==> src/logic/sys86_pkg.sv <==
package sys86_pkg;

	////////////////////////////////////////////////////////////
	// video timing
	////////////////////////////////////////////////////////////

	// clk_48m cycles per 6 MHz dot
	localparam int CLK_DIV = 8;

	// dots per line, lines per frame
	localparam int H_TOTAL = 384;
	localparam int V_TOTAL = 264;

	// blanking starts at these counts
	localparam int H_VISIBLE = 288;
	localparam int V_VISIBLE = 224;

	// active high sync windows, start inclusive, end exclusive
	localparam int HSYNC_START = 304;
	localparam int HSYNC_END = 336;
	localparam int VSYNC_START = 240;
	localparam int VSYNC_END = 243;

	// dot and line counter width
	localparam int DOT_W = 9;

	////////////////////////////////////////////////////////////
	// address map
	////////////////////////////////////////////////////////////

	// 8K x 8 video RAM
	localparam int VRAM_AW = 13;

	// scroll0_x/y, scroll1_x/y, back_color at offsets 0..4
	localparam logic [15:0] LATCH_BASE = 16'h2000;

	// open bus value
	localparam logic [7:0] UNMAPPED_DATA = 8'hFF;

	////////////////////////////////////////////////////////////
	// bus slots
	////////////////////////////////////////////////////////////

	// low two dot bits that open each port's slot
	localparam logic [1:0] SLOT_MASTER = 2'd0;
	localparam logic [1:0] SLOT_SUB = 2'd2;

	// sequencer states
	typedef enum logic [1:0] {
		IDLE,
		GRANT_MASTER,
		GRANT_SUB,
		ACK
	} seq_state_t;

endpackage

==> src/logic/bus_request_mux.sv <==
`timescale 1ns/1ps

module bus_request_mux (
	input  logic grant_sub,
	input  logic m_we,
	input  logic [15:0] m_adr,
	input  logic [7:0] m_dat_w,
	input  logic s_we,
	input  logic [15:0] s_adr,
	input  logic [7:0] s_dat_w,
	input  logic bus_en,
	input  logic [7:0] vram_dat_r,
	input  logic [7:0] reg_dat_r,
	output logic [sys86_pkg::VRAM_AW-1:0] bus_adr,
	output logic bus_we,
	output logic [7:0] bus_dat_w,
	output logic vram_sel,
	output logic latch_sel,
	output logic [2:0] latch_idx,
	output logic [7:0] rd_data
);

	import sys86_pkg::*;

	// request of the port that owns the bus
	logic [15:0] sel_adr;
	logic region_vram;
	logic region_latch;

	////////////////////////////////////////////////////////////
	// port select
	////////////////////////////////////////////////////////////

	assign sel_adr = grant_sub ? s_adr : m_adr;
	assign bus_we = grant_sub ? s_we : m_we;
	assign bus_dat_w = grant_sub ? s_dat_w : m_dat_w;
	assign bus_adr = sel_adr[VRAM_AW-1:0];

	////////////////////////////////////////////////////////////
	// address decode
	////////////////////////////////////////////////////////////

	// video RAM below 2000h
	assign region_vram = (sel_adr[15:VRAM_AW] == '0);
	// eight byte latch window, offsets past 4 read as open bus
	assign region_latch = (sel_adr[15:3] == LATCH_BASE[15:3]);
	assign latch_idx = sel_adr[2:0];

	// selects only live in the grant cycle
	assign vram_sel = bus_en && region_vram;
	assign latch_sel = bus_en && region_latch;

	// address is held by the port until ack, and grant_sub holds through
	// ack too, so the region still steers the data one cycle after grant
	// latch block returns open bus for everything that is not RAM
	assign rd_data = region_vram ? vram_dat_r : reg_dat_r;

endmodule

==> config.mk <==
export PLATFORM = sky130hd
export DESIGN_NAME = bus_request_mux
export DESIGN_NICKNAME = d
export VERILOG_FILES = /design/src/logic/sys86_pkg.sv /design/src/logic/bus_request_mux.sv
export SDC_FILE = /design/constraint.sdc
export NUM_CORES = 1
export LEC_CHECK = 0
export BUFFER_PORTS_ARGS = -buffer_cell sky130_fd_sc_hd__buf_2
export CAP_MARGIN = 20
export CORE_UTILIZATION = 24
export DETAILED_ROUTE_END_ITERATION = 10
export GPL_ROUTABILITY_DRIVEN = 0
export PLACE_DENSITY_LB_ADDON = 0.3
export SKIP_LAST_GASP = 1
export SLEW_MARGIN = 20
export SYNTH_ARGS = -nofsm -noshare
export SYNTH_HDL_FRONTEND = slang
export SYNTH_SLANG_ARGS = --single-unit
==> constraint.sdc <==
create_clock -name vclk -period 1.4
set_clock_uncertainty 0.2 [all_clocks]
set_input_delay 0.21 -clock vclk [all_inputs]
set_output_delay 0.21 -clock vclk [all_outputs]
set_load 0.02 [all_outputs]
**Word level (Yosys, flattened, before mapping)**

Index checks and enable logic that the tools add are counted.
Widths: inputs -> output; s select.

- Output and inout port bits: 35
- Register bits: 0

- Muxes and demuxes: 4
- Eq/ne operators: 1
- Reductions and logical operators: 3

Operators with widths:

| kind | number |
|---|---|
| $mux 16 | 1 |
| $mux 8 | 2 |
| $eq 13x11->1 const B | 1 |
| $logic_not 3->1 | 1 |
| $logic_and 1x1->1 | 2 |
| $mux 1 | 1 |

**Logic depth before layout (Yosys ltp)**

- Word-level depth: 3
- Gate-level depth with buffers: 5

**Worst setup path before layout**

Ideal clock, no wire load.

- Path type: input to output
- Start point: in grant_sub
- End point: out latch_sel
- Slack: -0.376 ns
- Data arrival time: 1.366 ns
- Buffers on the path: 2
- Cell stages on the path: 5
- Cell sequence: buf_6 buf_12 mux2_1 nor4_1 and4b_1

- Cells in the longest elaborated chain, start to end: 3

RTL lines:

| item | line | text |
|---|---|---|
| from (decl) | bus_request_mux.sv:4 | `input logic grant_sub,` |
| $mux 16 | bus_request_mux.sv:34 | `assign sel_adr = grant_sub ? s_adr : m_adr;` |
| via bus_adr, one bit | bus_request_mux.sv:14 | `output logic [sys86_pkg::VRAM_AW-1:0] bus_adr,` |
| $eq 13x11->1 | bus_request_mux.sv:46 | `assign region_latch = (sel_adr[15:3] == LATCH_BASE[15:3]);` |
| $logic_and 1x1->1 | bus_request_mux.sv:51 | `assign latch_sel = bus_en && region_latch;` |
| to (decl) | bus_request_mux.sv:18 | `output logic latch_sel,` |

The timed path passes the listed nets, and every way through them passes these cells.

**Final worst setup path**

- Start point: in grant_sub
- End point: out latch_sel

- Cells in the longest elaborated chain, start to end: 3

RTL lines:

| item | line |
|---|---|
| $mux 16 | bus_request_mux.sv:34 |
| $eq 13x11->1 | bus_request_mux.sv:46 |
| $logic_and 1x1->1 | bus_request_mux.sv:51 |

Every way passes these cells.

==> results.json <==
{
  "synth_cell_area_um2": 514.2,
  "commonest_cells_after_routing_fill_and_taps_aside": "sky130_fd_sc_hd__buf_2 (78), sky130_fd_sc_hd__buf_6 (27), sky130_fd_sc_hd__mux2_4 (21), sky130_fd_sc_hd__mux2_2 (9), sky130_fd_sc_hd__buf_4 (8)",
  "most_common_library_cell_in_the_layout_ignoring_fill_and_taps": "sky130_fd_sc_hd__buf_2",
  "hold_path_startpoint": "vram_dat_r[4]",
  "global_route.usage.total": 0.2000,
  "top_layer_used": "met3",
  "synthXorXnorAreaFrac": 0,
  "run_status": "finished with violations",
  "tot_pwr_mw": 0.5726,
  "fillers": 150,
  "synth_area_per_cell_um2": 10.94,
  "max-vdd-ir-drop_mv": 0.2214,
  "remaining_drc_errors": 0,
  "timing.final.crit_share": 1.289,
  "holdCritPathClass": "input port to primary output",
  "violations_in_the_final_reports": "negative setup slack",
  "synth_compound_area_frac": 0.03163,
  "layout.sequential_cells": 0,
  "worst-endpoint-arrival_ns": 1.40,
  "timing.slew.headroom": 0.7939,
  "antenna-diode-count": 0,
  "route.met2.wl_um": 1593,
  "layout.nets": 228,
  "buffer_ports.inserted": 103,
  "accumulated_negative_setup_slack_ns": -4.110,
  "worst-setup-path-type": "input port to primary output",
  "largest_family_of_logic_cells_by_synthesized_area": "multiplexers",
  "finalSetupViolCount": 24,
  "multi_input_area_um2": 581.8,
  "syn-instance-count": 47,
  "areaGrowthSynthToFinish_pct": 179.3,
  "detail_placement_hpwl_um": 1789,
  "std_cell_rows": 16,
  "final_antenna_net_count": 0,
  "yosys-mux-area-fraction": 0.7299,
  "antenna_found_initial": 0,
  "synth_seq_area_share": 0,
  "fin_ws_ns": -0.4051,
  "cap_viol_max_count": 0,
  "post_synth_num_cell_types": 16,
  "timing.critical_path.from_type": "input port",
  "grt_pass1_vias": 798,
  "wl_met3_um": 203,
  "met1Wirelength_um": 843,
  "cts.hold.buffers_added": 0,
  "worst-path-max-fanout": 5,
  "ios": 103,
  "die_area_um2": 2332,
  "die_height_um": 48.29,
  "cp_data_required_time_ns": 0.99,
  "worst_hold_stages": 3,
  "worstSetupEndpointType": "primary output",
  "ys_warn_count": 0,
  "synth.net_count": 115,
  "viasPerCell": 4.546,
  "placeableCoreArea_um2": 1982,
  "synth_simple_gate_area_share": 0.1168,
  "grt_max_degree": 9,
  "synth_fa_ha_area_frac": 0,
  "clock_buffers": 0,
  "post_route_cells_drive_above_1_share": 0.9873,
  "routedWlPerCell_um": 14.27,
  "dr.pass1.iters": 4,
  "drv_slew": 0,
  "initial_core_util": 0.2595,
  "die_w_um": 48.29,
  "rsz0062_at_grt": "true",
  "p_per_area_nw_per_um2": 398.7,
  "minimum_period_implied_by_the_final_worst_setup_slack_ns": 1.805,
  "detailroute.via_count": 841,
  "worstMarginPinSlew_ns": 0.3089,
  "worstHoldEndpoint": "rd_data[4]",
  "global_route_wire_length_before_repair_um": 3277,
  "fmax_achieved_mhz": 554.0,
  "sequential_cell_area_um2": 0,
  "cellLeakagePower_nw": 0.7936,
  "grt_remaining_overflow": 0,
  "timing_hold_violations_final": 0,
  "detail_route.iter0.violations": 4,
  "finalWirelength_um": 2640
}
## metal layers
metal / track usage / vias to the layer above
met2: 0.4720 / 47
li1: - / 402
met1: 0.1824 / 392
met3: 0.01481 / 0
met4: 0 / 0
met5: 0 / -
## power breakdown
group | internal, mW | switching (mW) | leakage (nW)
combinational | 0.323 | 0.250 | 0.794
sequential | 0 | 0 | 0
clock | 0 | 0 | 0
total | 0.323 | 0.250 | 0.794
## critical path, stage by stage
cell	delay, ns
sky130_fd_sc_hd__buf_12	0.11
sky130_fd_sc_hd__buf_6	0.11
sky130_fd_sc_hd__mux2_4	0.30
sky130_fd_sc_hd__nor4_2	0.28
sky130_fd_sc_hd__and4b_2	0.27
sky130_fd_sc_hd__buf_6	0.12
## cell families after synthesis
| logic type | Yosys count |
|---|---|
| AOI/OAI and AO/OA | 1 |
| and+or+nand+nor | 8 |
| muxes | 31 |
| buffers and inverters | 7 |
## repair_timing
action / 4_1_cts / 5_1_grt
cloned: 2 / 0
pin swaps: 7 / 2
buffers inserted: 1 / 1
resized for setup: 72 / 11
setup endpoints to repair: 32 / 25
## synthesized netlist by cell type
cell	n	share of area
sky130_fd_sc_hd__mux2_2	17	0.37
sky130_fd_sc_hd__mux2_1	9	0.20
sky130_fd_sc_hd__mux2_4	4	0.12
sky130_fd_sc_hd__buf_4	3	0.044
sky130_fd_sc_hd__nor2_1	2	0.015
sky130_fd_sc_hd__nor4_1	2	0.024
sky130_fd_sc_hd__and4b_1	1	0.019
sky130_fd_sc_hd__buf_12	1	0.039
sky130_fd_sc_hd__buf_2	1	0.0097
sky130_fd_sc_hd__buf_6	1	0.022
sky130_fd_sc_hd__inv_1	1	0.0073
sky130_fd_sc_hd__mux2i_4	1	0.044
sky130_fd_sc_hd__nor3_1	1	0.0097
sky130_fd_sc_hd__nor3b_2	1	0.024
sky130_fd_sc_hd__nor4_2	1	0.024
sky130_fd_sc_hd__o21ai_4	1	0.032
## through the flow
step	std cells	utilization	setup WS, ns	hold WS (ns)	area (um^2)
after floorplan	47	-	-0.3403	0.3466	525.5
after global placement	182	0.5524	-0.5239	0.5426	1095
after detailed placement	182	0.5524	-0.5306	0.5409	1095
after CTS	185	0.7014	-0.3688	0.5307	1390
after global routing	185	0.7247	-0.4253	0.5408	1436
final	185	0.7247	-0.4051	0.5295	1436
## worst max-delay path by stage
stage	from	end	slack, ns
after floorplan	grant_sub	latch_sel	-0.34
after global placement	grant_sub	latch_sel	-0.52
after detailed placement	grant_sub	latch_sel	-0.53
after CTS	grant_sub	latch_sel	-0.37
after global routing	grant_sub	latch_sel	-0.43
final	grant_sub	latch_sel	-0.41
## layout make-up
type	count	area share
Tap cell	27	0.02352
Timing Repair Buffer	116	0.5688
Inverter	1	0.002613
Multi-Input combinational cell	41	0.4051
Power figures use the tool's default switching activity.
