<file path="src/logic/sys86_pkg.sv">
package sys86_pkg;

	////////////////////////////////////////////////////////////
	// video timing
	////////////////////////////////////////////////////////////

	// clk_48m cycles per 6 MHz dot
	localparam int CLK_DIV = 8;

	// dots per line, lines per frame
	localparam int H_TOTAL = 384;
	localparam int V_TOTAL = 264;

	// blanking starts at these counts
	localparam int H_VISIBLE = 288;
	localparam int V_VISIBLE = 224;

	// active high sync windows, start inclusive, end exclusive
	localparam int HSYNC_START = 304;
	localparam int HSYNC_END = 336;
	localparam int VSYNC_START = 240;
	localparam int VSYNC_END = 243;

	// dot and line counter width
	localparam int DOT_W = 9;

	////////////////////////////////////////////////////////////
	// address map
	////////////////////////////////////////////////////////////

	// 8K x 8 video RAM
	localparam int VRAM_AW = 13;

	// scroll0_x/y, scroll1_x/y, back_color at offsets 0..4
	localparam logic [15:0] LATCH_BASE = 16'h2000;

	// open bus value
	localparam logic [7:0] UNMAPPED_DATA = 8'hFF;

	////////////////////////////////////////////////////////////
	// bus slots
	////////////////////////////////////////////////////////////

	// low two dot bits that open each port's slot
	localparam logic [1:0] SLOT_MASTER = 2'd0;
	localparam logic [1:0] SLOT_SUB = 2'd2;

	// sequencer states
	typedef enum logic [1:0] {
		IDLE,
		GRANT_MASTER,
		GRANT_SUB,
		ACK
	} seq_state_t;

endpackage

</file>
<file path="src/logic/bus_slot_sequencer.sv">
`timescale 1ns/1ps

module bus_slot_sequencer (
	input  logic clk_48m,
	input  logic rst_n,
	input  logic ce_6m,
	input  logic [1:0] dot_slot,
	input  logic m_cyc,
	input  logic m_stb,
	input  logic s_cyc,
	input  logic s_stb,
	input  logic [7:0] rd_data,
	output logic bus_en,
	output logic grant_sub,
	output logic m_ack,
	output logic s_ack,
	output logic [7:0] m_dat_r,
	output logic [7:0] s_dat_r
);

	import sys86_pkg::*;

	seq_state_t state;
	// port that owns the current access, held through ack
	logic serving_sub;
	logic m_req;
	logic s_req;

	assign m_req = m_cyc && m_stb;
	assign s_req = s_cyc && s_stb;

	////////////////////////////////////////////////////////////
	// slot state machine
	////////////////////////////////////////////////////////////

	// ce_6m sees each dot value once, so each slot opens once per 4 dots
	always_ff @(posedge clk_48m or negedge rst_n) begin
		if (!rst_n) begin
			state <= IDLE;
			serving_sub <= 1'b0;
		end else begin
			case (state)
				IDLE: begin
					if (ce_6m && dot_slot == SLOT_MASTER && m_req) begin
						state <= GRANT_MASTER;
						serving_sub <= 1'b0;
					end else if (ce_6m && dot_slot == SLOT_SUB && s_req) begin
						state <= GRANT_SUB;
						serving_sub <= 1'b1;
					end
				end
				// write lands or reads issue here
				GRANT_MASTER, GRANT_SUB: begin
					state <= ACK;
				end
				// back to idle so a held strobe is not served twice
				ACK: begin
					state <= IDLE;
				end
				default: begin
					state <= IDLE;
				end
			endcase
		end
	end

	// one cycle bus strobe to the decoder
	assign bus_en = (state == GRANT_MASTER) || (state == GRANT_SUB);
	assign grant_sub = serving_sub;

	// ack to the owner only, never both
	assign m_ack = (state == ACK) && !serving_sub;
	assign s_ack = (state == ACK) && serving_sub;

	// registered read data is valid in the ack cycle
	assign m_dat_r = m_ack ? rd_data : 8'h00;
	assign s_dat_r = s_ack ? rd_data : 8'h00;

endmodule

</file>
<file path="config.mk">
export PLATFORM = sky130hd
export DESIGN_NAME = bus_slot_sequencer
export DESIGN_NICKNAME = d
export VERILOG_FILES = /design/src/logic/sys86_pkg.sv /design/src/logic/bus_slot_sequencer.sv
export SDC_FILE = /design/constraint.sdc
export NUM_CORES = 1
export LEC_CHECK = 0
export BUFFER_PORTS_ARGS = -buffer_cell sky130_fd_sc_hd__buf_4
export CORE_AREA = 2 2 39 41
export CTS_CLUSTER_SIZE = 40
export DETAILED_ROUTE_END_ITERATION = 8
export DIE_AREA = 0 0 41 43
export PLACE_DENSITY = 0.77
export REMOVE_ABC_BUFFERS = 1
export SYNTH_ARGS = -nofsm -noshare
export SYNTH_HDL_FRONTEND = slang
export SYNTH_SLANG_ARGS = --single-unit
export TNS_END_PERCENT = 10
</file>
<file path="constraint.sdc">
create_clock -name clk_48m -period 1.2 [get_ports clk_48m]
set_input_delay 0.24 -clock clk_48m [delete_from_list [all_inputs] [get_ports clk_48m]]
set_output_delay 0.24 -clock clk_48m [all_outputs]
set_load 0.03 [all_outputs]
</file>
# [After elaboration in Yosys (flattened, before gate mapping)]
# Cells that the tools add are included.
[op_classes] n_reduce_logical=15 n_bitwise=0 shifts=0 div=0 n_eq_ne=5 order_cmp=0 muxes=7 mul=0 addsub=0
[op_table] operator="$mux 8" n=2
[op_table] operator="$logic_and 1x1->1" n=8
[op_table] operator="$eq 2x2->1 const B" n=3
[op_table] operator="$pmux 2 s3" n=1
[op_table] operator="$logic_not 2->1" n=2
[op_table] operator="$mux 2" n=2
[op_table] operator="$ne 3x3->1 const B" n=1
[op_table] operator="$eq 2x1->1 const B" n=1
[op_table] operator="$mux 1" n=2
[op_table] operator="$reduce_and 2->1" n=1
[op_table] operator="$reduce_bool 2->1" n=1
[op_table] operator="$reduce_or 2->1" n=1
[op_table] operator="$logic_not 1->1" n=1
[op_table] operator="$logic_or 1x1->1" n=1
[totals] memories=0 output_inout_bits=20 wordCells=29 reg_bits=3 latch_bits=0 rom_bits=0 ramBits=0

# [Logic depth before layout (Yosys ltp)]
[logic_depth] depth_word=6 depth_mapped=5

# [Worst setup path before layout]
# No wires, ideal clock.
[synth_path] path_kind="register to register" from="register state[0]" to="register state[0]" stages_incl_launch_ff=6 required_ps=1080 arrival_ps=1344 path_slack_ps=-264 setup_time_ps=120 path_buffers=0 period_less_slack_ps=1464 cell_sequence="dfrtp_1 -> inv_1 -> ha_1 -> o21ai_0 -> o22ai_2 -> a31o_1"
[synth_via] elab_chain_len=3 elab_cells_between_ends=7 classes_between="4 x eq/ne; 1 x mux; 2 x reduce/logical"
[synth_rtl] element="start, declared" line_no="bus_slot_sequencer.sv:23" source="seq_state_t state;"
[synth_rtl] element="start signal, assigned" line_no="bus_slot_sequencer.sv:39" source="state <= IDLE;"
[synth_rtl] element="start signal, assigned" line_no="bus_slot_sequencer.sv:45" source="state <= GRANT_MASTER;"
[synth_rtl] element="start signal, assigned" line_no="bus_slot_sequencer.sv:48" source="state <= GRANT_SUB;"
[synth_rtl] element="$eq 2x1->1 or $eq 2x2->1 (tied branches)" line_no="bus_slot_sequencer.sv:42" source="case (state)"
[synth_rtl] element="$reduce_or 2->1" line_no="bus_slot_sequencer.sv:42"
[synth_rtl] element="$pmux 2 s3" line_no="bus_slot_sequencer.sv:42"
# Parallel ways exist; a longest one is shown, timed or not.
# A chain may end at the register's enable or synchronous reset.

# [Worst setup path after layout]
[layout_path] from="register state[0]" to="output port m_dat_r[6]"
[layout_via] elab_chain_len=3
[layout_rtl] element="$eq 2x2->1" line_no="bus_slot_sequencer.sv:72" source="assign m_ack = (state == ACK) && !serving_sub;"
[layout_rtl] element="$logic_and 1x1->1" line_no="bus_slot_sequencer.sv:72"
[layout_rtl] element="$mux 8" line_no="bus_slot_sequencer.sv:76" source="assign m_dat_r = m_ack ? rd_data : 8'h00;"
[layout_rtl] element="end, declared" line_no="bus_slot_sequencer.sv:17" source="output logic [7:0] m_dat_r,"
# No other way between the ends.

==> flow_summary.json <==
{
  "status": "complete, but fails checks",
  "violations": "setup timing",
  "die_h_um": 43,
  "design.core.area_um2": 1384,
  "overflow": 0,
  "nets": 112,
  "final_area_um2": 864.6,
  "tightest_slew_ns": 0.1463,
  "fin_crit_ns": 1.565,
  "cts_setup_buffers": 0,
  "numPortBuffers": 36,
  "hold_path_class": "input port to asynchronous set/reset pin",
  "setup.worst_path.start_class": "register",
  "clockBufferDepth": 2,
  "crit_chain": "ha_2, and2b_2, and2_4, buf_6",
  "synth-compound-area-share_pct": 18.01,
  "grt_pass1_vias": 436,
  "maxCapViolCount": 0,
  "num_rows": 14,
  "synth_top_cells_by_count": "and2_1 (9), and3_1 (8), nand2_1 (4), dfrtp_1 (3), ha_1 (3)",
  "ios": 37,
  "fin_setup_tns_ns": -6.393,
  "synth_top_area_share_pct": 19.29,
  "syn2layout_area_growth_pct": 122.2,
  "worst_slack_ns": -0.3654,
  "synthXorXnorAreaFrac_pct": 0,
  "ys_ff_latch": 3,
  "dieArea_um2": 1763,
  "syn-instance-count": 46,
  "drc_errors": 0,
  "place.gp.congestion": 0.7074,
  "synth_top_family_by_area": "simple AND/OR/NAND/NOR gates",
  "synth_area_um2": 389.1,
  "num_vias": 508,
  "maxSlewViolCount": 0,
  "endpoint_kind": "primary output",
  "vdd_drop_max_uv": 1329,
  "first_iter_violations": 15,
  "synth_edf_count": 0,
  "htreeDepth": 1,
  "synth_simple_gate_area_share_pct": 48.23,
  "dp_hpwl_um": 899.6,
  "arrival_ns": 1.33,
  "rsz0062_at_grt": "true",
  "grt_pass1_wl_um": 1800,
  "slew_headroom_pct": 90.17,
  "yosysTopAreaCell": "dfrtp_1",
  "ys_seq_area_share_pct": 19.29,
  "ys_async_sr_fraction_pct": 100.0,
  "synthMuxAreaShare_pct": 0,
  "drive_above_1_share_pct": 69.23,
  "postLayoutCoreUtil_pct": 62.48,
  "initial_utilization_pct": 28.12,
  "ant_nets": 0,
  "powerDensity_nw_per_um2": 2422,
  "cpMaxStageDelayCell": "dfrtp_1",
  "wl_per_cell_um": 11.01,
  "cts_buffers": 3,
  "crit_type": "register to primary output",
  "cts_tree": "done",
  "grt_max_degree": 12,
  "yosysMostFrequentCell": "and2_1",
  "insertion_delay_ns": 0.23,
  "worstPathRequired_ns": 0.96,
  "dp_slack_ns": -0.2124,
  "fin_crit_sh_pct": 130.5,
  "fmax_mhz": 638.8,
  "grt.total_usage_pct": 14.99,
  "ys_warn_count": 0,
  "p_leak_nw": 0.4618,
  "wl_um": 1178,
  "synth.avg_cell_area_um2": 8.459,
  "fp.dieW_um": 41,
  "synthTopCellsByArea": "dfrtp_1 (19%), and2_1 (14%), and3_1 (13%)",
  "clock_sinks": 3,
  "setup_viol": 21,
  "ys.flop_type": "dfrtp_1",
  "synth_adder_area_share_pct": 9.646,
  "ys_types": 22,
  "fin_total_pwr_mw": 2.094,
  "antenna_found_initial": 0,
  "final_hold_viol_count": 0,
  "placed_area_um2": 705.7,
  "crit_fanout": 5,
  "cp_slowest_stage_delay_ns": 0.39,
  "cts-root-buf": "clkbuf_4",
  "fin_skew_ns": 0.0002623,
  "dr.pass1.iters": 4,
  "clkSlewWorstSetupHoldPaths_ns": 0.04,
  "diodes": 0,
  "via_per_inst": 4.748
}
## layout make-up
class / instances / area (µm²)
fill: 122 / 519.2
inverter: 2 / 7.507
sequential: 3 / 75.07
timing repair buffer: 42 / 392.9
tap: 16 / 20.02
clock buffer: 4 / 26.28
multi-input combinational: 40 / 342.8
## timing repair
item                                   4_1_cts  5_1_grt
resized for setup                           32        2
setup endpoints to repair                   21       22
hold buffers                                 1        0
gates cloned                                 1        0
endpoints found under the hold margin        3        0
pin swaps                                    9        0
## report_power, final
part / internal [mW] / switching, mW
Sequential: 0.156 / 0.0425
Combinational: 0.862 / 0.856
Clock: 0.125 / 0.0524
## flip-flops by register name, summed over array words and instances (netlist names)
name       flops
state          2
grant_sub      1
## through the flow
step,instances,hold WS (ns)
after floorplan,44,-0.05559
after global placement,101,0.03116
after detailed placement,101,0.03227
after CTS,107,0.3212
after global routing,107,0.3271
final,107,0.3365
## worst max-delay path: cells and delay by family, from the launching register on
family | cells | cell delay (ns)
adder cells (fa/ha/maj) | 1 | 0.20
flip-flops | 1 | 0.39
AND/OR/NAND/NOR | 2 | 0.37
buffers and inverters | 1 | 0.13
## kinds of logic (layout without fill, tap and decap cells)
| kind of cell | count (synthesis) | count (layout) |
|---|---|---|
| buffers and inverters | 4 | 48 |
| flip-flops | 3 | 3 |
| adder cells (fa/ha/maj) | 3 | 3 |
| AO/OA/AOI/OAI | 8 | 8 |
| AND/OR/NAND/NOR | 28 | 29 |
## routing by layer
layer	up-vias	part of all wire (%)	GRT usage, %
met4	0	0	4.000
met2	30	53	26.25
li1	250	-	-
met3	0	10	6.283
met1	228	37	15.21
met5	-	0	0
## cell usage in the layout, fill, tap and decap left out, types with 2 or more instances in the layout
master,count
and2_4,8
dfrtp_1,3
nand2_1,4
and2b_2,2
buf_6,20
clkbuf_4,3
inv_1,2
buf_4,21
ha_2,2
a21oi_1,2
and3_1,8
## path summary, 6_finish.rpt
kind | startpoint | to | slack [ns] | cells after the start
max reg2reg | state[0] | state[0] | -0.11 | 5
max in group asynchronous | rst_n | state[0] | 0.77 | 2
max | state[0] | m_dat_r[6] | -0.37 | 4
min in group clk_48m | dot_slot[0] | state[1] | 0.34 | 4
min reg2reg | state[0] | state[0] | 0.56 | 1
min | rst_n | state[1] | 0.34 | 2
Power figures use the tool's default switching activity.
