[config.mk]
export PLATFORM = sky130hd
export DESIGN_NAME = scroll_latches
export DESIGN_NICKNAME = d
export VERILOG_FILES = /design/src/logic/sys86_pkg.sv /design/src/logic/scroll_latches.sv
export SDC_FILE = /design/constraint.sdc
export NUM_CORES = 1
export LEC_CHECK = 0
export BUFFER_PORTS_ARGS = -buffer_cell sky130_fd_sc_hd__buf_2
export CAP_MARGIN = 10
export CORE_ASPECT_RATIO = 1.1
export CORE_UTILIZATION = 46
export DETAILED_ROUTE_END_ITERATION = 12
export GPL_ROUTABILITY_DRIVEN = 1
export PLACE_DENSITY_LB_ADDON = 0.2
export SLEW_MARGIN = 0
export SYNTH_ARGS = -nofsm -noshare
export SYNTH_HDL_FRONTEND = slang
export SYNTH_SLANG_ARGS = --single-unit
[constraint.sdc]
create_clock -name clk_48m -period 1.01 [get_ports clk_48m]
set_input_delay 0.202 -clock clk_48m [delete_from_list [all_inputs] [get_ports clk_48m]]
set_output_delay 0.202 -clock clk_48m [all_outputs]
set_load 0.05 [all_outputs]
[src/logic/sys86_pkg.sv]
package sys86_pkg;

	////////////////////////////////////////////////////////////
	// video timing
	////////////////////////////////////////////////////////////

	// clk_48m cycles per 6 MHz dot
	localparam int CLK_DIV = 8;

	// dots per line, lines per frame
	localparam int H_TOTAL = 384;
	localparam int V_TOTAL = 264;

	// blanking starts at these counts
	localparam int H_VISIBLE = 288;
	localparam int V_VISIBLE = 224;

	// active high sync windows, start inclusive, end exclusive
	localparam int HSYNC_START = 304;
	localparam int HSYNC_END = 336;
	localparam int VSYNC_START = 240;
	localparam int VSYNC_END = 243;

	// dot and line counter width
	localparam int DOT_W = 9;

	////////////////////////////////////////////////////////////
	// address map
	////////////////////////////////////////////////////////////

	// 8K x 8 video RAM
	localparam int VRAM_AW = 13;

	// scroll0_x/y, scroll1_x/y, back_color at offsets 0..4
	localparam logic [15:0] LATCH_BASE = 16'h2000;

	// open bus value
	localparam logic [7:0] UNMAPPED_DATA = 8'hFF;

	////////////////////////////////////////////////////////////
	// bus slots
	////////////////////////////////////////////////////////////

	// low two dot bits that open each port's slot
	localparam logic [1:0] SLOT_MASTER = 2'd0;
	localparam logic [1:0] SLOT_SUB = 2'd2;

	// sequencer states
	typedef enum logic [1:0] {
		IDLE,
		GRANT_MASTER,
		GRANT_SUB,
		ACK
	} seq_state_t;

endpackage

[src/logic/scroll_latches.sv]
`timescale 1ns/1ps

module scroll_latches (
	input  logic clk_48m,
	input  logic rst_n,
	input  logic latch_sel,
	input  logic bus_we,
	input  logic [2:0] latch_idx,
	input  logic [7:0] bus_dat_w,
	output logic [7:0] reg_dat_r,
	output logic [7:0] scroll0_x,
	output logic [7:0] scroll0_y,
	output logic [7:0] scroll1_x,
	output logic [7:0] scroll1_y,
	output logic [7:0] back_color
);

	import sys86_pkg::*;

	////////////////////////////////////////////////////////////
	// latch writes
	////////////////////////////////////////////////////////////

	// offsets 0..4, others dropped
	always_ff @(posedge clk_48m or negedge rst_n) begin
		if (!rst_n) begin
			scroll0_x <= 8'h00;
			scroll0_y <= 8'h00;
			scroll1_x <= 8'h00;
			scroll1_y <= 8'h00;
			back_color <= 8'h00;
		end else if (latch_sel && bus_we) begin
			case (latch_idx)
				3'd0: scroll0_x <= bus_dat_w;
				3'd1: scroll0_y <= bus_dat_w;
				3'd2: scroll1_x <= bus_dat_w;
				3'd3: scroll1_y <= bus_dat_w;
				3'd4: back_color <= bus_dat_w;
				default: ;
			endcase
		end
	end

	// readback one cycle later, open bus when idle or unmapped
	always_ff @(posedge clk_48m or negedge rst_n) begin
		if (!rst_n) begin
			reg_dat_r <= UNMAPPED_DATA;
		end else if (latch_sel && !bus_we) begin
			case (latch_idx)
				3'd0: reg_dat_r <= scroll0_x;
				3'd1: reg_dat_r <= scroll0_y;
				3'd2: reg_dat_r <= scroll1_x;
				3'd3: reg_dat_r <= scroll1_y;
				3'd4: reg_dat_r <= back_color;
				default: reg_dat_r <= UNMAPPED_DATA;
			endcase
		end else begin
			reg_dat_r <= UNMAPPED_DATA;
		end
	end

endmodule

; ---- Yosys cells after proc, flatten, opt, wreduce, memory -nomap -nowiden
; Index checks and enable logic that the tools add are counted.
[word_totals]
rom_bits = 0
ram_bits = 0
register_bits = 48
latch_bits = 0
n_memories = 0
word_cells = 21
out_inout_bits = 48
[classes]
n_bitwise = 0
n_eq_ne = 4
n_addsub = 0
magnitude_cmp = 0
mux = 2
div_mod_pow = 0
n_reduce_logical = 9
shifts = 0
n_mul = 0
[op_table]
columns = cell, n
row1 = 8-bit case mux with 5 select lines, 1
row2 = 2-bit AND reduction, 5
row3 = 8-bit two-way mux, 1
row4 = 3-bit by 2-bit equality test with 1-bit output (second input constant), 2
row5 = 3-bit by 1-bit equality test with 1-bit output (second input constant), 1
row6 = 3-bit equality test (second input constant), 1
row7 = 3-bit logical NOT, 1
row8 = 1-bit logical AND, 2
row9 = 1-bit logical NOT, 1

; ---- Longest topological paths before layout
[depth]
ltp_word = 3
mapped_depth = 5
depth_no_buf = 3

; ---- Worst setup path after synthesis
; Ideal clock, no wire load.
[synth_timing]
kind = input to register
from = input port latch_idx[1]
to = register scroll0_y[0]
required_ns = 0.885
setup_ns = 0.125
slack_ns = -0.370
t_arrival_ns = 1.255
cell_stages = 5
path_buffers = 2
cell_sequence = buf_4 -> nor2_1 -> and4_1 -> buf_4 -> mux2_2
[synth_between]
elab_chain_cells = 2
[synth_lines]
columns = element, line_no
row1 = from (decl), scroll_latches.sv:8  ; input logic [2:0] latch_idx,
row2 = 3-bit by 1-bit equality test with 1-bit output, scroll_latches.sv:33  ; case (latch_idx)
row3 = 2-bit AND reduction (no line), -
row4 = to (signal assigned), scroll_latches.sv:35  ; 3'd1: scroll0_y <= bus_dat_w;
row5 = to (decl), scroll_latches.sv:12  ; output logic [7:0] scroll0_y,
; No other way between the ends.
; A chain may end at the register's enable or synchronous reset.

; ---- Final worst setup path
[layout_timing]
from = register scroll1_x[3]
to = output port scroll1_x[3]
[layout_rtl]
columns = element, line_no
row1 = from (decl), scroll_latches.sv:13  ; output logic [7:0] scroll1_x,
row2 = from (signal assigned), scroll_latches.sv:36  ; 3'd2: scroll1_x <= bus_dat_w;
; No word-level cell between the ends.

==> impl_metrics.py <==
metrics = {
    "drt": {
        "first_pass_iters": 4,
        "via_count": 1878,
        "drtIter0Drc": 148,
        "drc": 0,
        "wl_per_cell_um": 22.4,
        "ant_nets": 0,
        "via_per_inst": 5.73,
        "wirelength_mm": 7.35,
    },
    "yosys": {
        "synth_compound_area_share_pct": 7.49,
        "synth_top_area_share_pct": 46.1,
        "ys.flop_type": "dfrtp_1",
        "synth_area_um2": 2170,
        "synth_xor_area_share_pct": 0,
        "yosysMostFrequentCell": "mux2_2",
        "syn-num-nets": 161,
        "async_flop_share_pct": 100,
        "synth_top_family_by_area": "multiplexers",
        "yosysWarnings": 0,
        "yosys.area.top_type": "dfrtp_1",
        "synth_fa_ha_area_share_pct": 0,
        "synth_edf_count": 0,
        "synth_common_cells": "mux2_2, dfrtp_1, mux2i_1",
        "avgSynthCellArea_um2": 14.9,
        "syn_inst": 146,
        "ys_ff_latch": 48,
        "synth.distinct_cells": 27,
        "synthMuxAreaShare_pct": 26.4,
        "synth_area_leaders": "dfrtp_1, mux2_2, dfstp_2",
        "yosys.area_share.simple_pct": 7.60,
        "yosysSeqAreaShare_pct": 55.8,
    },
    "global_routing": {
        "antenna_found_initial": 0,
        "grt_pass1_vias": 1991,
        "grt_pass1_wl_mm": 10.3,
        "grtUsageTotal_pct": 29.2,
        "grt_remaining_overflow": 0,
        "grt_max_degree": 49,
    },
    "cts": {
        "cts_tree": "done",
        "cts_root_buffer": "clkbuf_8",
        "cts_sinks": 48,
        "ctsHtreeMaxLevel": 2,
        "cts_buffers": 5,
        "clock_latency_ns": 0.31,
        "clk_pin_slew_ns": 0.09,
        "clk_path_buf_depth": 2,
    },
    "status": {
        "status": "finished with violations",
        "violations": "negative setup slack",
    },
    "timing": {
        "relSlewSlack_pct": 74.2,
        "rsz0062_at_grt": "yes",
        "finalSetupViolCount": 59,
        "final.setup.worst_slack_ns": -0.208,
        "final-hold-violation-count": 0,
        "timing.hold.ws_ns": 0.191,
        "worstMarginPinSlew_ns": 0.385,
        "max_freq_mhz": 821,
        "period_share_pct": 121,
        "finalCriticalPeriod_ns": 1.22,
        "skew_ns": 0.00711,
        "slew_viol_final": 0,
    },
    "worst_setup_path": {
        "cp-end-kind": "output pin",
        "worstSetupStartpointType": "register",
        "cp_max_fo": 2,
        "worstSetupPathType": "register to output pin",
        "critical_path_arrival_ns": 1.02,
        "cp.required_ns": 0.81,
    },
    "final_layout": {
        "drive_above_1_share_pct": 83.2,
        "nets": 289,
        "seqCellArea_um2": 1240,
        "diodes": 0,
        "area_growth_pct": 74.4,
        "finalNonFillerCells": 328,
        "nFillCells": 194,
        "multiInputGateArea_um2": 1090,
    },
    "place": {
        "dpl.cell_count": 285,
        "port-buffer-count": 62,
        "hpwlAfterDp_mm": 4.00,
        "gp_congestion": 0.866,
    },
    "die": {
        "placementRows": 25,
        "die_y_um": 74.1,
        "coreArea_um2": 4410,
        "dieArea_um2": 5000,
        "start_util_pct": 49.2,
        "pin_count": 63,
        "die_x_um": 67.5,
    },
    "power_and_ir_drop": {
        "p_switching_mw": 3.32,
        "leakage_nw": 1.72,
        "swShare_pct": 40.7,
        "p_int_mw": 4.84,
        "p_per_area_nw_per_um2": 2150,
        "comb_power_share_pct": 52.7,
        "p_clk_share_pct": 13.8,
        "peakVddDrop_v": 0.00171,
        "power_frac_seq_pct": 33.5,
    },
    "min_path": {
        "hold_class": "input pin to register",
    },
    "run": {
        "maxCapViolations": 0,
    },
}
-- final timing paths --
kind                                   start            to  slack [ns]  cells after the start
worst max-delay path            scroll1_x[3]  scroll1_x[3]       -0.21                      2
worst min-delay path            bus_dat_w[5]  scroll0_x[5]        0.19                      2
worst max register to register  scroll1_x[6]  reg_dat_r[6]       -0.13                      4
worst min register to register  scroll0_y[5]  scroll0_y[5]        0.57                      1
max in group asynchronous              rst_n  reg_dat_r[5]        0.33                      3
min in group asynchronous              rst_n  scroll0_x[6]        0.39                      3
-- cells in the final DEF (no fill, tap or decap) --
| cell | instances |
|---|---|
| nand2b_1 | 1 |
| o211ai_1 | 3 |
| dfrtp_1 | 15 |
| a311o_1 | 1 |
| nor4b_2 | 1 |
| nor2_4 | 2 |
| a32oi_1 | 3 |
| clkbuf_1 | 1 |
| buf_8 | 18 |
| nand4_4 | 1 |
| o21a_1 | 5 |
| dlygate4sd3_1 | 1 |
| mux2_4 | 24 |
| nand3b_1 | 4 |
| dfrtp_2 | 25 |
| mux2i_1 | 9 |
| buf_6 | 56 |
| mux2_2 | 19 |
| and4_4 | 1 |
| nor3_4 | 1 |
| nor4b_4 | 1 |
| a221oi_1 | 1 |
| clkbuf_8 | 5 |
| o221ai_2 | 4 |
| a22oi_2 | 3 |
| nor4_4 | 1 |
| clkinv_2 | 1 |
| nand2_8 | 1 |
| or2b_1 | 1 |
| buf_4 | 44 |
| nor2_1 | 1 |
| nor2b_4 | 1 |
| nand2b_4 | 1 |
| dfstp_2 | 8 |
| buf_12 | 1 |
| buf_2 | 9 |
-- critical path, cell delays in order (launching register included) --
cell and delay, ns:
dfrtp_2 0.43, buf_6 0.13, buf_8 0.14
-- cells by family (layout without fill, tap and decap cells) --
logic type	Yosys count	in the layout
muxes	52	52
AOI/OAI and AO/OA	20	20
DFF	48	48
and+or+nand+nor	18	18
buffers and inverters	8	136
-- power by group through the flow --
stage / sequential, mW / clock (mW) / combinational [mW]
after floorplan: 4.06 / 0 / 0.650
after global placement: 2.66 / 0 / 2.79
after detailed placement: 2.69 / 0 / 2.83
after CTS: 2.68 / 1.12 / 4.00
after global routing: 2.77 / 1.21 / 4.44
final: 2.74 / 1.12 / 4.30
-- through the flow --
stage	setup slack [ns]	total power, mW	TNS, ns	area [um^2]	util, %
final	-0.208	8.16	-6.08	3790	85.9
after global routing	-0.233	8.42	-7.58	3790	85.9
after CTS	-0.199	7.80	-5.47	3600	81.5
after detailed placement	-0.375	5.52	-15.95	2830	64.1
after floorplan	-0.292	4.71	-8.99	2290	-
after global placement	-0.369	5.45	-14.84	2830	64.1
-- repair_timing --
action / 4_1_cts / 5_1_grt
pin swaps: 3 / 10
setup buffers: 31 / 6
hold endpoints to repair: 40 / 0
hold buffers: 1 / 0
setup endpoints to repair: 81 / 85
resized for setup: 134 / 40
-- flip-flops by register name, indices dropped and copies added (netlist names) --
register / count
scroll0_x: 8
reg_dat_r: 8
scroll1_x: 8
scroll0_y: 8
scroll1_y: 8
back_color: 8
-- per-layer routing --
layer / vias up / GRT usage (%) / part of all wire, %
li1: 806 / - / -
met1: 981 / 37.3 / 41
met2: 64 / 48.0 / 51
met3: 27 / 6.75 / 3.9
met4: 0 / 11.3 / 3.9
met5: - / 0 / 0
-- area by class of cell --
cell class                 count  share of cell area, %
timing repair buffer         129                   34.5
sequential                    48                   32.8
multi-input combinational     90                   28.9
clock buffer                   6                   1.92
tap                           54                   1.78
clock inverter                 1                  0.132
No activity file was read; power rests on OpenSTA's default activity.
