==> src/logic/sys86_pkg.sv <==
package sys86_pkg;

	////////////////////////////////////////////////////////////
	// video timing
	////////////////////////////////////////////////////////////

	// clk_48m cycles per 6 MHz dot
	localparam int CLK_DIV = 8;

	// dots per line, lines per frame
	localparam int H_TOTAL = 384;
	localparam int V_TOTAL = 264;

	// blanking starts at these counts
	localparam int H_VISIBLE = 288;
	localparam int V_VISIBLE = 224;

	// active high sync windows, start inclusive, end exclusive
	localparam int HSYNC_START = 304;
	localparam int HSYNC_END = 336;
	localparam int VSYNC_START = 240;
	localparam int VSYNC_END = 243;

	// dot and line counter width
	localparam int DOT_W = 9;

	////////////////////////////////////////////////////////////
	// address map
	////////////////////////////////////////////////////////////

	// 8K x 8 video RAM
	localparam int VRAM_AW = 13;

	// scroll0_x/y, scroll1_x/y, back_color at offsets 0..4
	localparam logic [15:0] LATCH_BASE = 16'h2000;

	// open bus value
	localparam logic [7:0] UNMAPPED_DATA = 8'hFF;

	////////////////////////////////////////////////////////////
	// bus slots
	////////////////////////////////////////////////////////////

	// low two dot bits that open each port's slot
	localparam logic [1:0] SLOT_MASTER = 2'd0;
	localparam logic [1:0] SLOT_SUB = 2'd2;

	// sequencer states
	typedef enum logic [1:0] {
		IDLE,
		GRANT_MASTER,
		GRANT_SUB,
		ACK
	} seq_state_t;

endpackage

==> src/logic/video_timing.sv <==
`timescale 1ns/1ps

module video_timing (
	input  logic clk_48m,
	input  logic rst_n,
	output logic ce_6m,
	output logic [sys86_pkg::DOT_W-1:0] dot_h,
	output logic [sys86_pkg::DOT_W-1:0] dot_v,
	output logic hsync,
	output logic vsync,
	output logic hblank,
	output logic vblank
);

	import sys86_pkg::*;

	// prescaler count within one dot
	logic [$clog2(CLK_DIV)-1:0] div_cnt;

	////////////////////////////////////////////////////////////
	// dot enable
	////////////////////////////////////////////////////////////

	// one clk_48m pulse per CLK_DIV cycles
	always_ff @(posedge clk_48m or negedge rst_n) begin
		if (!rst_n) begin
			div_cnt <= '0;
			ce_6m <= 1'b0;
		end else begin
			if (div_cnt == CLK_DIV - 1) begin
				div_cnt <= '0;
				ce_6m <= 1'b1;
			end else begin
				div_cnt <= div_cnt + 1'b1;
				ce_6m <= 1'b0;
			end
		end
	end

	////////////////////////////////////////////////////////////
	// dot and line counters
	////////////////////////////////////////////////////////////

	// line counter steps when the dot counter wraps
	always_ff @(posedge clk_48m or negedge rst_n) begin
		if (!rst_n) begin
			dot_h <= '0;
			dot_v <= '0;
		end else if (ce_6m) begin
			if (dot_h == H_TOTAL - 1) begin
				dot_h <= '0;
				if (dot_v == V_TOTAL - 1)
					dot_v <= '0;
				else
					dot_v <= dot_v + 1'b1;
			end else begin
				dot_h <= dot_h + 1'b1;
			end
		end
	end

	// sync and blank follow the counters one clock later
	always_ff @(posedge clk_48m or negedge rst_n) begin
		if (!rst_n) begin
			hsync <= 1'b0;
			vsync <= 1'b0;
			hblank <= 1'b0;
			vblank <= 1'b0;
		end else begin
			hsync <= (dot_h >= HSYNC_START) && (dot_h < HSYNC_END);
			vsync <= (dot_v >= VSYNC_START) && (dot_v < VSYNC_END);
			hblank <= (dot_h >= H_VISIBLE);
			vblank <= (dot_v >= V_VISIBLE);
		end
	end

endmodule

==> config.mk <==
export PLATFORM = sky130hd
export DESIGN_NAME = video_timing
export DESIGN_NICKNAME = d
export VERILOG_FILES = /design/src/logic/sys86_pkg.sv /design/src/logic/video_timing.sv
export SDC_FILE = /design/constraint.sdc
export NUM_CORES = 1
export LEC_CHECK = 0
export ABC_CLOCK_PERIOD_IN_PS = 2900
export BUFFER_PORTS_ARGS = -buffer_cell sky130_fd_sc_hd__buf_2
export CORE_MARGIN = 10
export CORE_UTILIZATION = 57
export CTS_CLUSTER_DIAMETER = 120
export DETAILED_ROUTE_END_ITERATION = 8
export PLACE_DENSITY = 0.84
export SETUP_SLACK_MARGIN = 0.2
export SLEW_MARGIN = 20
export SYNTH_ARGS = -nofsm -noshare
export SYNTH_HDL_FRONTEND = slang
export SYNTH_SLANG_ARGS = --single-unit
==> constraint.sdc <==
create_clock -name clk_48m -period 2.9 [get_ports clk_48m]
set_input_delay 0.725 -clock clk_48m [delete_from_list [all_inputs] [get_ports clk_48m]]
set_output_delay 0.725 -clock clk_48m [all_outputs]
set_load 0.02 [all_outputs]
======== Word level (Yosys, flattened, before mapping) ========
Index checks and enable logic that the tools add are counted.
operators by class
  $add $sub $neg .......................... 3
  order comparisons ....................... 6
  eq/ne operators ......................... 3
  muxes and demuxes ....................... 4
  reduce and logical (&&, ||, !) cells .... 3
operators by type and width
  operator               number
  $add A9 B1 Y9 const B  2
  $eq A9 B9 Y1 const B   2
  $ge A9 B8 Y1 const B   2
  $ge A9 B9 Y1 const B   2
  $mux W9                2
  $lt A9 B8 Y1 const B   1
  $lt A9 B9 Y1 const B   1
  $add A3 B1 Y3 const B  1
  $eq A3 B3 Y1 const B   1
  $mux W3                1
  $logic_and A1 B1 Y1    2
  $reduce_and A2 Y1      1
  $mux W1                1
storage, ports and cells
  register bits after elaboration ......... 26
  bits of input ports ..................... 2
  output and inout port bits .............. 23

======== Logic depth before layout (Yosys ltp) ========
Gate-level depths: netlist (run 1).
  depth in word-level cells ............... 2
  depth in mapped cells ................... 5

======== Worst setup path after synthesis (run 1) ========
Ideal clock, no wire load.
  kind .................................... register -> register
  start ................................... reg dot_h[1] in the netlist's numbering
  end ..................................... reg dot_v[3] in the netlist's numbering
  data arrival time ....................... 1538 ps
  data required time ...................... 2766 ps
  path slack .............................. 1228 ps
  cell stages (with the launch flop) ...... 6
  path buffers ............................ 0
  clock period less this slack ............ 1672 ps
  path through ............................ dfrtp_1 ha_1 nand4_4 or3_4 o21ai_1 o31ai_2
on the way
  cells in the longest elaborated chain, start to end .. 2
ends and longest elaborated chain
  what                                RTL line            source
  start: declaration                  video_timing.sv:7   output logic [sys86_pkg::DOT_W-1:0] dot_h,
  start signal: assignment            video_timing.sv:57  dot_h <= dot_h + 1'b1;
  $eq A9 B9 Y1                        video_timing.sv:50  if (dot_h == H_TOTAL - 1) begin
  $reduce_and A2 Y1 (no source line)  n/a
  end signal: assignment              video_timing.sv:55  dot_v <= dot_v + 1'b1;
  end: declaration                    video_timing.sv:8   output logic [sys86_pkg::DOT_W-1:0] dot_v,
Every way passes these cells.
A chain may end at the register's enable or synchronous reset.

======== Final worst setup path (run 1) ========
  start ................................... reg dot_h[5] in the netlist's numbering
  end ..................................... out dot_h[5] in the netlist's numbering
No word-level cell between the ends.

==> results.cfg, run 1 <==
[sta]
setup_viol = 0
fmax_mhz = 565.5
setup_tns_ns = 0
clock_skew_ns = 0.008713
rsz0062_at_grt = false
slew_headroom = 0.6374
finalCriticalPeriod_ns = 1.768
hold_viol_final = 0
tightest_slew_ns = 0.5438
fin_ws_ns = 1.132
maxSlewViolCount = 0
finalCritPeriodShare = 0.6097

[detailed_routing]
first_pass_iters = 4
drc = 0
totalWireLength_um = 2458
routedWlPerCell_um = 14.99
dr_total_vias = 916
vias_per_cell = 5.585
ant_nets = 0
drtIter0Drc = 33

[die]
core_area_um2 = 2002
die_w_um = 66.12
die-height_um = 66.12
pin_count = 25
start_util = 0.6056
placementRows = 16
dieArea_um2 = 4372

[synth]
ys_types = 32
synth_edf_count = 0
synth_area_leaders = dfrtp_1 54%, ha_1 6.2%, xnor2_1 5.1%
syn_inst = 109
synth_ff_type = dfrtp_1
ys_warn_count = 0
yosysTopAreaCell = dfrtp_1
avgSynthCellArea_um2 = 11.12
synth.most_common_cell = dfrtp_1
synth_fp_nets = 117
synth-seq-area-share = 0.5366
synth_top_area_frac = 0.5366
async_flop_share = 1.000
synth-seq-cells = 26
synth.cell_area_um2 = 1212
netlist_top_cells_count = 26 x dfrtp_1, 10 x nand2_1, 8 x nand3_1, 8 x nor2_1, 7 x xnor2_1

[critical_path]
critPathKind = flop to output pin
reg2reg_from = dot_h[0]
slowest_delay_ns = 0.50
worstReg2RegEnd = dot_v[8]
r2r_slack_ns = 1.28
crit_required_ns = 2.17
path_buf_inv = 1
endpoint_kind = output pin
crit_family = flip-flops
arrival_ns = 1.04
cp_max_fo = 8
cp_cell_sequence = buf_2
crit_slowest_cell = dfrtp_1
cp-start-kind = flop
r2r_cells = 5

[clock_tree]
cts_buffer_depth = 2
post_cts_resized = 0
numCtsBuffers = 3
cts_root_buf = clkbuf_4
clk_pin_slew_worst_paths_ns = 0.14
cts_tree = built
cts_sinks = 26
cts_hold_buf = 0
clock_latency_ns = 0.32
post_cts_buffers = 0
h-tree-depth = 1

[power_and_ir_drop]
swShare = 0.1997
power.switching_w = 0.0001097
power.share.sequential = 0.660
pwr-share-comb = 0.012
clockPowerShare = 0.328
leakage_nw = 0.6918
finalPower_w = 0.0005496
p_per_area_nw_per_um2 = 391.9
peakVddDrop_v = 0.0002257
cell_internal_pwr_w = 0.0004399

[placed_design]
dpl-instance-area_um2 = 1366
portBuffers = 24
place_hpwl_um = 1801
gp_congestion = 0.8319
preCtsSetupSlack_ns = 1.291

[job]
maxCapViolCount = 0

[cells_and_area]
fin_area_um2 = 1403
syn2layout_area_growth_pct = 15.69
nFillCells = 170
drive_above_1_share = 0.2701
antenna_cells = 0
fin_nets = 146

[grt]
antenna_found_initial = 0
grt_first_pass_wirelength_um = 4243
grt_pass1_vias = 934
grt_usage = 0.1229
grt-ovfl-total = 0
grt_max_degree = 27

[hold_path]
worstHoldPathType = input port to async pin

[run_status]
status = complete, no violations
## registers in the layout, summed over array words and instances (netlist names)
| name | cells |
|---|---|
| ce_6m | 1 |
| div_cnt | 3 |
| dot_h | 9 |
| dot_v | 9 |
| hblank | 1 |
| hsync | 1 |
| vblank | 1 |
| vsync | 1 |
## cells in the final DEF (no fill, tap or decap)
master,n
a21oi_1,3
and2_1,1
and3_1,1
and3_2,1
and4_2,1
buf_2,24
clkbuf_4,3
clkbuf_8,1
dfrtp_1,26
ha_1,6
inv_1,6
nand2_1,10
nand2_2,1
nand2b_1,2
nand3_1,8
nand3b_1,1
nand4_1,3
nand4_4,1
nor2_1,8
nor3_1,1
nor3_2,1
nor3_4,1
nor4b_1,1
o21ai_0,6
o21ai_1,1
o21bai_1,1
o22ai_1,1
o311ai_0,2
o31a_1,1
o31ai_2,1
or3_4,1
or3b_2,1
or4b_1,1
xnor2_1,7
xor2_1,3
## layout make-up
type,instances,area (um^2),share of cell area
clock buffers,4,36.28,0.02587
inverters,6,22.52,0.01606
multi-input cells,77,539.3,0.3845
flip-flops and latches,26,650.6,0.4639
well taps,27,33.78,0.02409
repair buffers,24,120.1,0.08564
## power groups by stage
stage               Sequential (W)  Clock (W)  Combinational (W)
detailed placement        0.000369          0         0.00000744
global placement          0.000369          0         0.00000737
CTS                       0.000363   0.000183         0.00000748
global route              0.000363   0.000197         0.00000831
floorplan                 0.000370          0     0.000000000196
finish                    0.000363   0.000180         0.00000683
## per-layer routing
layer / share of wire / vias up / wire length (um) / GRT usage
met5: 0 / - / 0 / 0
met2: 0.47 / 34 / 1155 / 0.1902
met1: 0.42 / 429 / 1044 / 0.1440
met3: 0.081 / 11 / 198 / 0.04407
li1: - / 442 / - / -
met4: 0.024 / 0 / 59 / 0.06806
## logic make-up after synthesis
kind of cell | Yosys count | share of synthesized area
and+or+nand+nor | 45 | 0.2260
DFF | 26 | 0.5366
AOI/OAI and AO/OA | 16 | 0.08462
xor gates and xnor gates | 10 | 0.07224
buffers and inverters | 6 | 0.01857
adders and majority gates | 6 | 0.06192
## metrics by stage
stage          hold slack (ns)  std cells  utilization
3_5_place_dp            0.4323        160       0.6825
3_3_place_gp            0.4145        160       0.6825
5_1_grt                 0.3930        164       0.7006
2_1_floorplan           0.4031        109            -
4_1_cts                 0.3885        164       0.7006
6_report                0.3623        164       0.7006
## worst max-delay path by stage
stage	start	endpoint	slack, ns	depth (start not counted)
global placement	dot_h[0]	dot_v[3]	1.34	5
detailed placement	dot_h[1]	dot_v[3]	1.29	5
global route	dot_h[5]	dot_h[5]	1.06	1
CTS	dot_h[4]	dot_h[4]	1.13	1
finish	dot_h[5]	dot_h[5]	1.13	1
floorplan	dot_h[1]	dot_v[3]	1.23	5
(Power assumes the default switching activity.)
==> inputs of run 2 (changes only) <==
Settings changed: ABC_AREA from default to 1, ABC_CLOCK_PERIOD_IN_PS 2900 to 1800, CORE_ASPECT_RATIO from default to 0.6, CORE_UTILIZATION 57 to 54, PLACE_DENSITY 0.84 to 0.79.
Clock period 2.9 ns to 1.8 ns, I/O delays scaled along.
==> results.cfg, run 2 <==
[critical_path]
arrival_ns = 1.04
cp_max_fo = 9
slowest_delay_ns = 0.53
crit_required_ns = 1.35
cp-start-kind = flop
crit_family = flip-flops
path_buf_inv = 1
cp_cell_sequence = buf_2
r2r_cells = 7
endpoint_kind = output pin
cp.depth = 1
critPathKind = flop to output pin
crit_slowest_cell = dfrtp_1

[grt]
grt_max_degree = 27
grt_usage = 0.1244
antenna_found_initial = 0
grt_pass1_vias = 1044
grt-ovfl-total = 0
grt_first_pass_wirelength_um = 5050

[cells_and_area]
top_regs = dot_h (9), dot_v (9), div_cnt (3)
drive_above_1_share = 0.2000
fin_area_um2 = 1560
nFillCells = 191
fin_nets = 204
antenna_cells = 0
mostFrequentLayoutCell = nand2_1
mostFrequentLayoutCells = 54 x nand2_1, 26 x dfrtp_1, 24 x buf_2
syn2layout_area_growth_pct = 17.31

[synth]
synth.cell_area_um2 = 1330
synth_top_area_frac = 0.4892
netlist_top_cells_count = 54 x nand2_1, 26 x dfrtp_1, 21 x inv_1, 19 x nor2_1, 11 x nand3_1
synth.most_common_cell = nand2_1
synth-seq-cells = 26
synth_edf_count = 0
yosysTopAreaCell = dfrtp_1
ys_warn_count = 0
synth_ff_type = dfrtp_1
syn_inst = 166
avgSynthCellArea_um2 = 8.012
ys_types = 22
synth_area_leaders = dfrtp_1 49%, nand2_1 15%, inv_1 5.9%
synth-seq-area-share = 0.4892
synth_fp_nets = 174
async_flop_share = 1.000

[clock_tree]
cts_sinks = 26
cts_tree = built
h-tree-depth = 1
cts_root_buf = clkbuf_8
cts_buffer_depth = 2
numCtsBuffers = 3
cts_hold_buf = 0
clk_pin_slew_worst_paths_ns = 0.08
clock_latency_ns = 0.27

[power_and_ir_drop]
peakVddDrop_v = 0.0004771
leakage_nw = 0.8708
p_per_area_nw_per_um2 = 619.7

[sta]
tightest_slew_ns = 0.5516
setup_tns_ns = 0
finalCriticalPeriod_ns = 1.487
setup_viol = 0
hold_viol_final = 0
rsz0062_at_grt = false
fmax_mhz = 672.6
slew_headroom = 0.6322
clock_skew_ns = 0.003158
finalCritPeriodShare = 0.8259
maxSlewViolCount = 0

[die]
die_w_um = 84.07
pin_count = 25
placementRows = 13
core_area_um2 = 2261
die-height_um = 58.44
dieArea_um2 = 4913
start_util = 0.5883

[placed_design]
gp_congestion = 0.8473
dpl-instance-area_um2 = 1471
place_hpwl_um = 2269
portBuffers = 24

[run_status]
status = complete, no violations

[detailed_routing]
vias_per_cell = 5.093
first_pass_iters = 4
drtIter0Drc = 106
routedWlPerCell_um = 12.95
ant_nets = 0
totalWireLength_um = 2913
drc = 0
dr_total_vias = 1146

[job]
maxCapViolCount = 0

[hold_path]
worstHoldPathType = input port to async pin
==> run 2: cell families (layout without fill, tap and decap cells) <==
logic type / after synthesis / count (layout) / share of synthesized area
and+or+nand+nor: 95 / 95 / 0.3048
DFF: 26 / 26 / 0.4892
buffers and inverters: 24 / 53 / 0.07431
AOI/OAI and AO/OA: 10 / 10 / 0.04233
adders and majority gates: 6 / 6 / 0.05644
xor gates and xnor gates: 5 / 5 / 0.03293
==> run 2: layout make-up <==
class | count | area [um^2] | share of cell area
Clock buffer | 4 | 55.05 | 0.03528
Multi-Input combinational cell | 116 | 588.1 | 0.3769
Inverter | 22 | 86.33 | 0.05533
Sequential cell | 26 | 650.6 | 0.4170
Tap cell | 30 | 37.54 | 0.02406
Timing Repair Buffer | 27 | 142.6 | 0.09142
==> run 2: worst paths after layout <==
| kind | start | end | slack (ns) |
|---|---|---|---|
| max reg2reg | dot_h[1] | dot_v[6] | 0.33 |
| min in group clk_48m | div_cnt[0] | div_cnt[0] | 0.45 |
| min | rst_n | div_cnt[0] | 0.16 |
| min reg2reg | div_cnt[0] | div_cnt[0] | 0.45 |
| max | dot_v[3] | dot_v[3] | 0.31 |
| max in group asynchronous | rst_n | dot_v[1] | 1.28 |
==> run 2: repair_timing <==
item,CTS,global route
resized for setup,0,2
setup buffers,0,3
setup endpoints to repair,0,10
==> run 2: stage by stage <==
stage | setup slack (ns) | hold slack [ns] | total power [W] | util | std cells
2_1_floorplan | 0.3934 | 0.1544 | 0.0005953 | - | 166
6_report | 0.3133 | 0.1558 | 0.0009668 | 0.6901 | 225
3_3_place_gp | 0.3247 | 0.4171 | 0.0006075 | 0.6508 | 218
4_1_cts | 0.2288 | 0.1760 | 0.0009841 | 0.6752 | 222
5_1_grt | 0.2158 | 0.1941 | 0.001016 | 0.6901 | 225
3_5_place_dp | 0.2562 | 0.4328 | 0.0006075 | 0.6508 | 218
==> run 2: power breakdown <==
group          leakage [nW]  total [W]  switching, W  internal, W
registers             0.349   0.000583             0     0.000583
clock network        0.0288   0.000372      0.000177     0.000196
logic                 0.493  0.0000111     0.0000104  0.000000776
==> run 2: metal layers <==
| layer | GRT usage | routed length (um) | vias up |
|---|---|---|---|
| met5 | 0 | 0 | - |
| li1 | - | - | 575 |
| met2 | 0.1857 | 1241 | 38 |
| met4 | 0.03325 | 22 | 0 |
| met1 | 0.1639 | 1385 | 530 |
| met3 | 0.04808 | 264 | 3 |
==> inputs of run 3 (changes only) <==
Settings changed: ABC_CLOCK_PERIOD_IN_PS 1800 to 1400.
Clock period 1.8 ns to 1.4 ns, I/O delays scaled along.
==> results.cfg, run 3 (synthesis gave the netlist of run 2 again) <==
[critical_path]
crit_required_ns = 1.56
slowest_delay_ns = 0.41
cp_cell_sequence = inv_1, nor2_2, buf_4, nand4_1, nand3_1, nand2_1
cp_max_fo = 3
cp-start-kind = flop
crit_family = simple AND/OR/NAND/NOR gates
critPathKind = flop to flop
arrival_ns = 1.58
endpoint_kind = flop
r2r_cells = 6
path_buf_inv = 2
cp.depth = 6
crit_slowest_cell = dfrtp_1

[cells_and_area]
antenna_cells = 0
nFillCells = 56
top_regs = dot_h (9), dot_v (9), div_cnt (3)
drive_above_1_share = 0.5000
syn2layout_area_growth_pct = 61.71
fin_nets = 242
mostFrequentLayoutCells = 38 x nand2_1, 33 x buf_4, 26 x buf_6
mostFrequentLayoutCell = nand2_1
fin_area_um2 = 2151

[sta]
finalCriticalPeriod_ns = 1.423
clock_skew_ns = 0.005701
setup_viol = 2
fmax_mhz = 702.7
rsz0062_at_grt = true
setup_tns_ns = -0.04293
hold_viol_final = 0
finalCritPeriodShare = 1.016
tightest_slew_ns = 0.5948
maxSlewViolCount = 0
slew_headroom = 0.6034
fin_ws_ns = -0.02301

[run_status]
violations = negative setup slack
status = finished with violations

[placed_design]
place_hpwl_um = 2289
portBuffers = 24
dpl-instance-area_um2 = 1556
preCtsSetupSlack_ns = 0.09013
gp_congestion = 0.9110

[die]
core_area_um2 = 2261
die-height_um = 58.44
pin_count = 25
dieArea_um2 = 4913
placementRows = 13
start_util = 0.5883
die_w_um = 84.07

[detailed_routing]
ant_nets = 0
totalWireLength_um = 5867
dr_total_vias = 1604
routedWlPerCell_um = 22.39
first_pass_iters = 5
drtIter0Drc = 250
vias_per_cell = 6.122
drc = 0

[clock_tree]
cts_root_buf = clkbuf_8
h-tree-depth = 1
clk_pin_slew_worst_paths_ns = 0.08
clock_latency_ns = 0.27
cts_tree = built
cts_sinks = 26
numCtsBuffers = 3
cts_buffer_depth = 2

[grt]
grt_max_degree = 27
grt_usage = 0.1595
grt_pass1_vias = 1355
grt_first_pass_wirelength_um = 6596
antenna_found_initial = 0
grt-ovfl-total = 0

[job]
maxCapViolCount = 0

[hold_path]
worstHoldPathType = input port to async pin

[power_and_ir_drop]
leakage_nw = 1.140
p_per_area_nw_per_um2 = 551.1
peakVddDrop_v = 0.0005201
finalPower_w = 0.001185
[run 3: through the flow]
step           cells    util  hold slack (ns)
2_1_floorplan    166       -          0.05441
4_1_cts          255  0.8578          0.08664
5_1_grt          262  0.9513           0.1000
3_3_place_gp     226  0.6884           0.3691
3_5_place_dp     226  0.6884           0.3843
6_report         262  0.9513          0.07099
[run 3: where the power goes]
group | internal, W | switching, W
sequential | 0.000750 | 0
combinational | 0.000000999 | 0.0000144
clock | 0.000193 | 0.000227
[run 3: area by class of cell]
class | instances | area (um^2) | area share
clock buffers | 3 | 41.29 | 0.01920
multi-input cells | 116 | 753.2 | 0.3502
inverters | 22 | 87.58 | 0.04072
well taps | 30 | 37.54 | 0.01745
flip-flops and latches | 26 | 660.6 | 0.3072
repair buffers | 65 | 570.5 | 0.2653
[run 3: path summary, 6_finish.rpt]
| kind | startpoint | to | slack (ns) |
|---|---|---|---|
| setup / recovery | dot_h[8] | dot_h[1] | -0.02 |
| hold / removal | rst_n | dot_h[6] | 0.07 |
| setup reg to reg | dot_h[8] | dot_h[1] | -0.02 |
| hold reg to reg | div_cnt[0] | div_cnt[0] | 0.46 |
| max in group asynchronous | rst_n | ce_6m | 0.90 |
| min in group clk_48m | div_cnt[0] | div_cnt[0] | 0.46 |
[run 3: repair_timing]
| action | in CTS | in global routing |
|---|---|---|
| gates resized for setup | 45 | 51 |
| buffers inserted | 26 | 7 |
| pin swaps | 6 | 21 |
| hold buffers | 0 | 0 |
| setup endpoints to repair | 34 | 36 |
[run 3: per-layer routing]
layer / GRT usage / share of wire / vias up / wire length (um)
met5: 0 / 0 / - / 0
met4: 0.04038 / 0.051 / 0 / 297
met3: 0.05220 / 0.13 / 49 / 768
met2: 0.2603 / 0.46 / 175 / 2714
met1: 0.2002 / 0.36 / 736 / 2087
li1: - / - / 644 / -
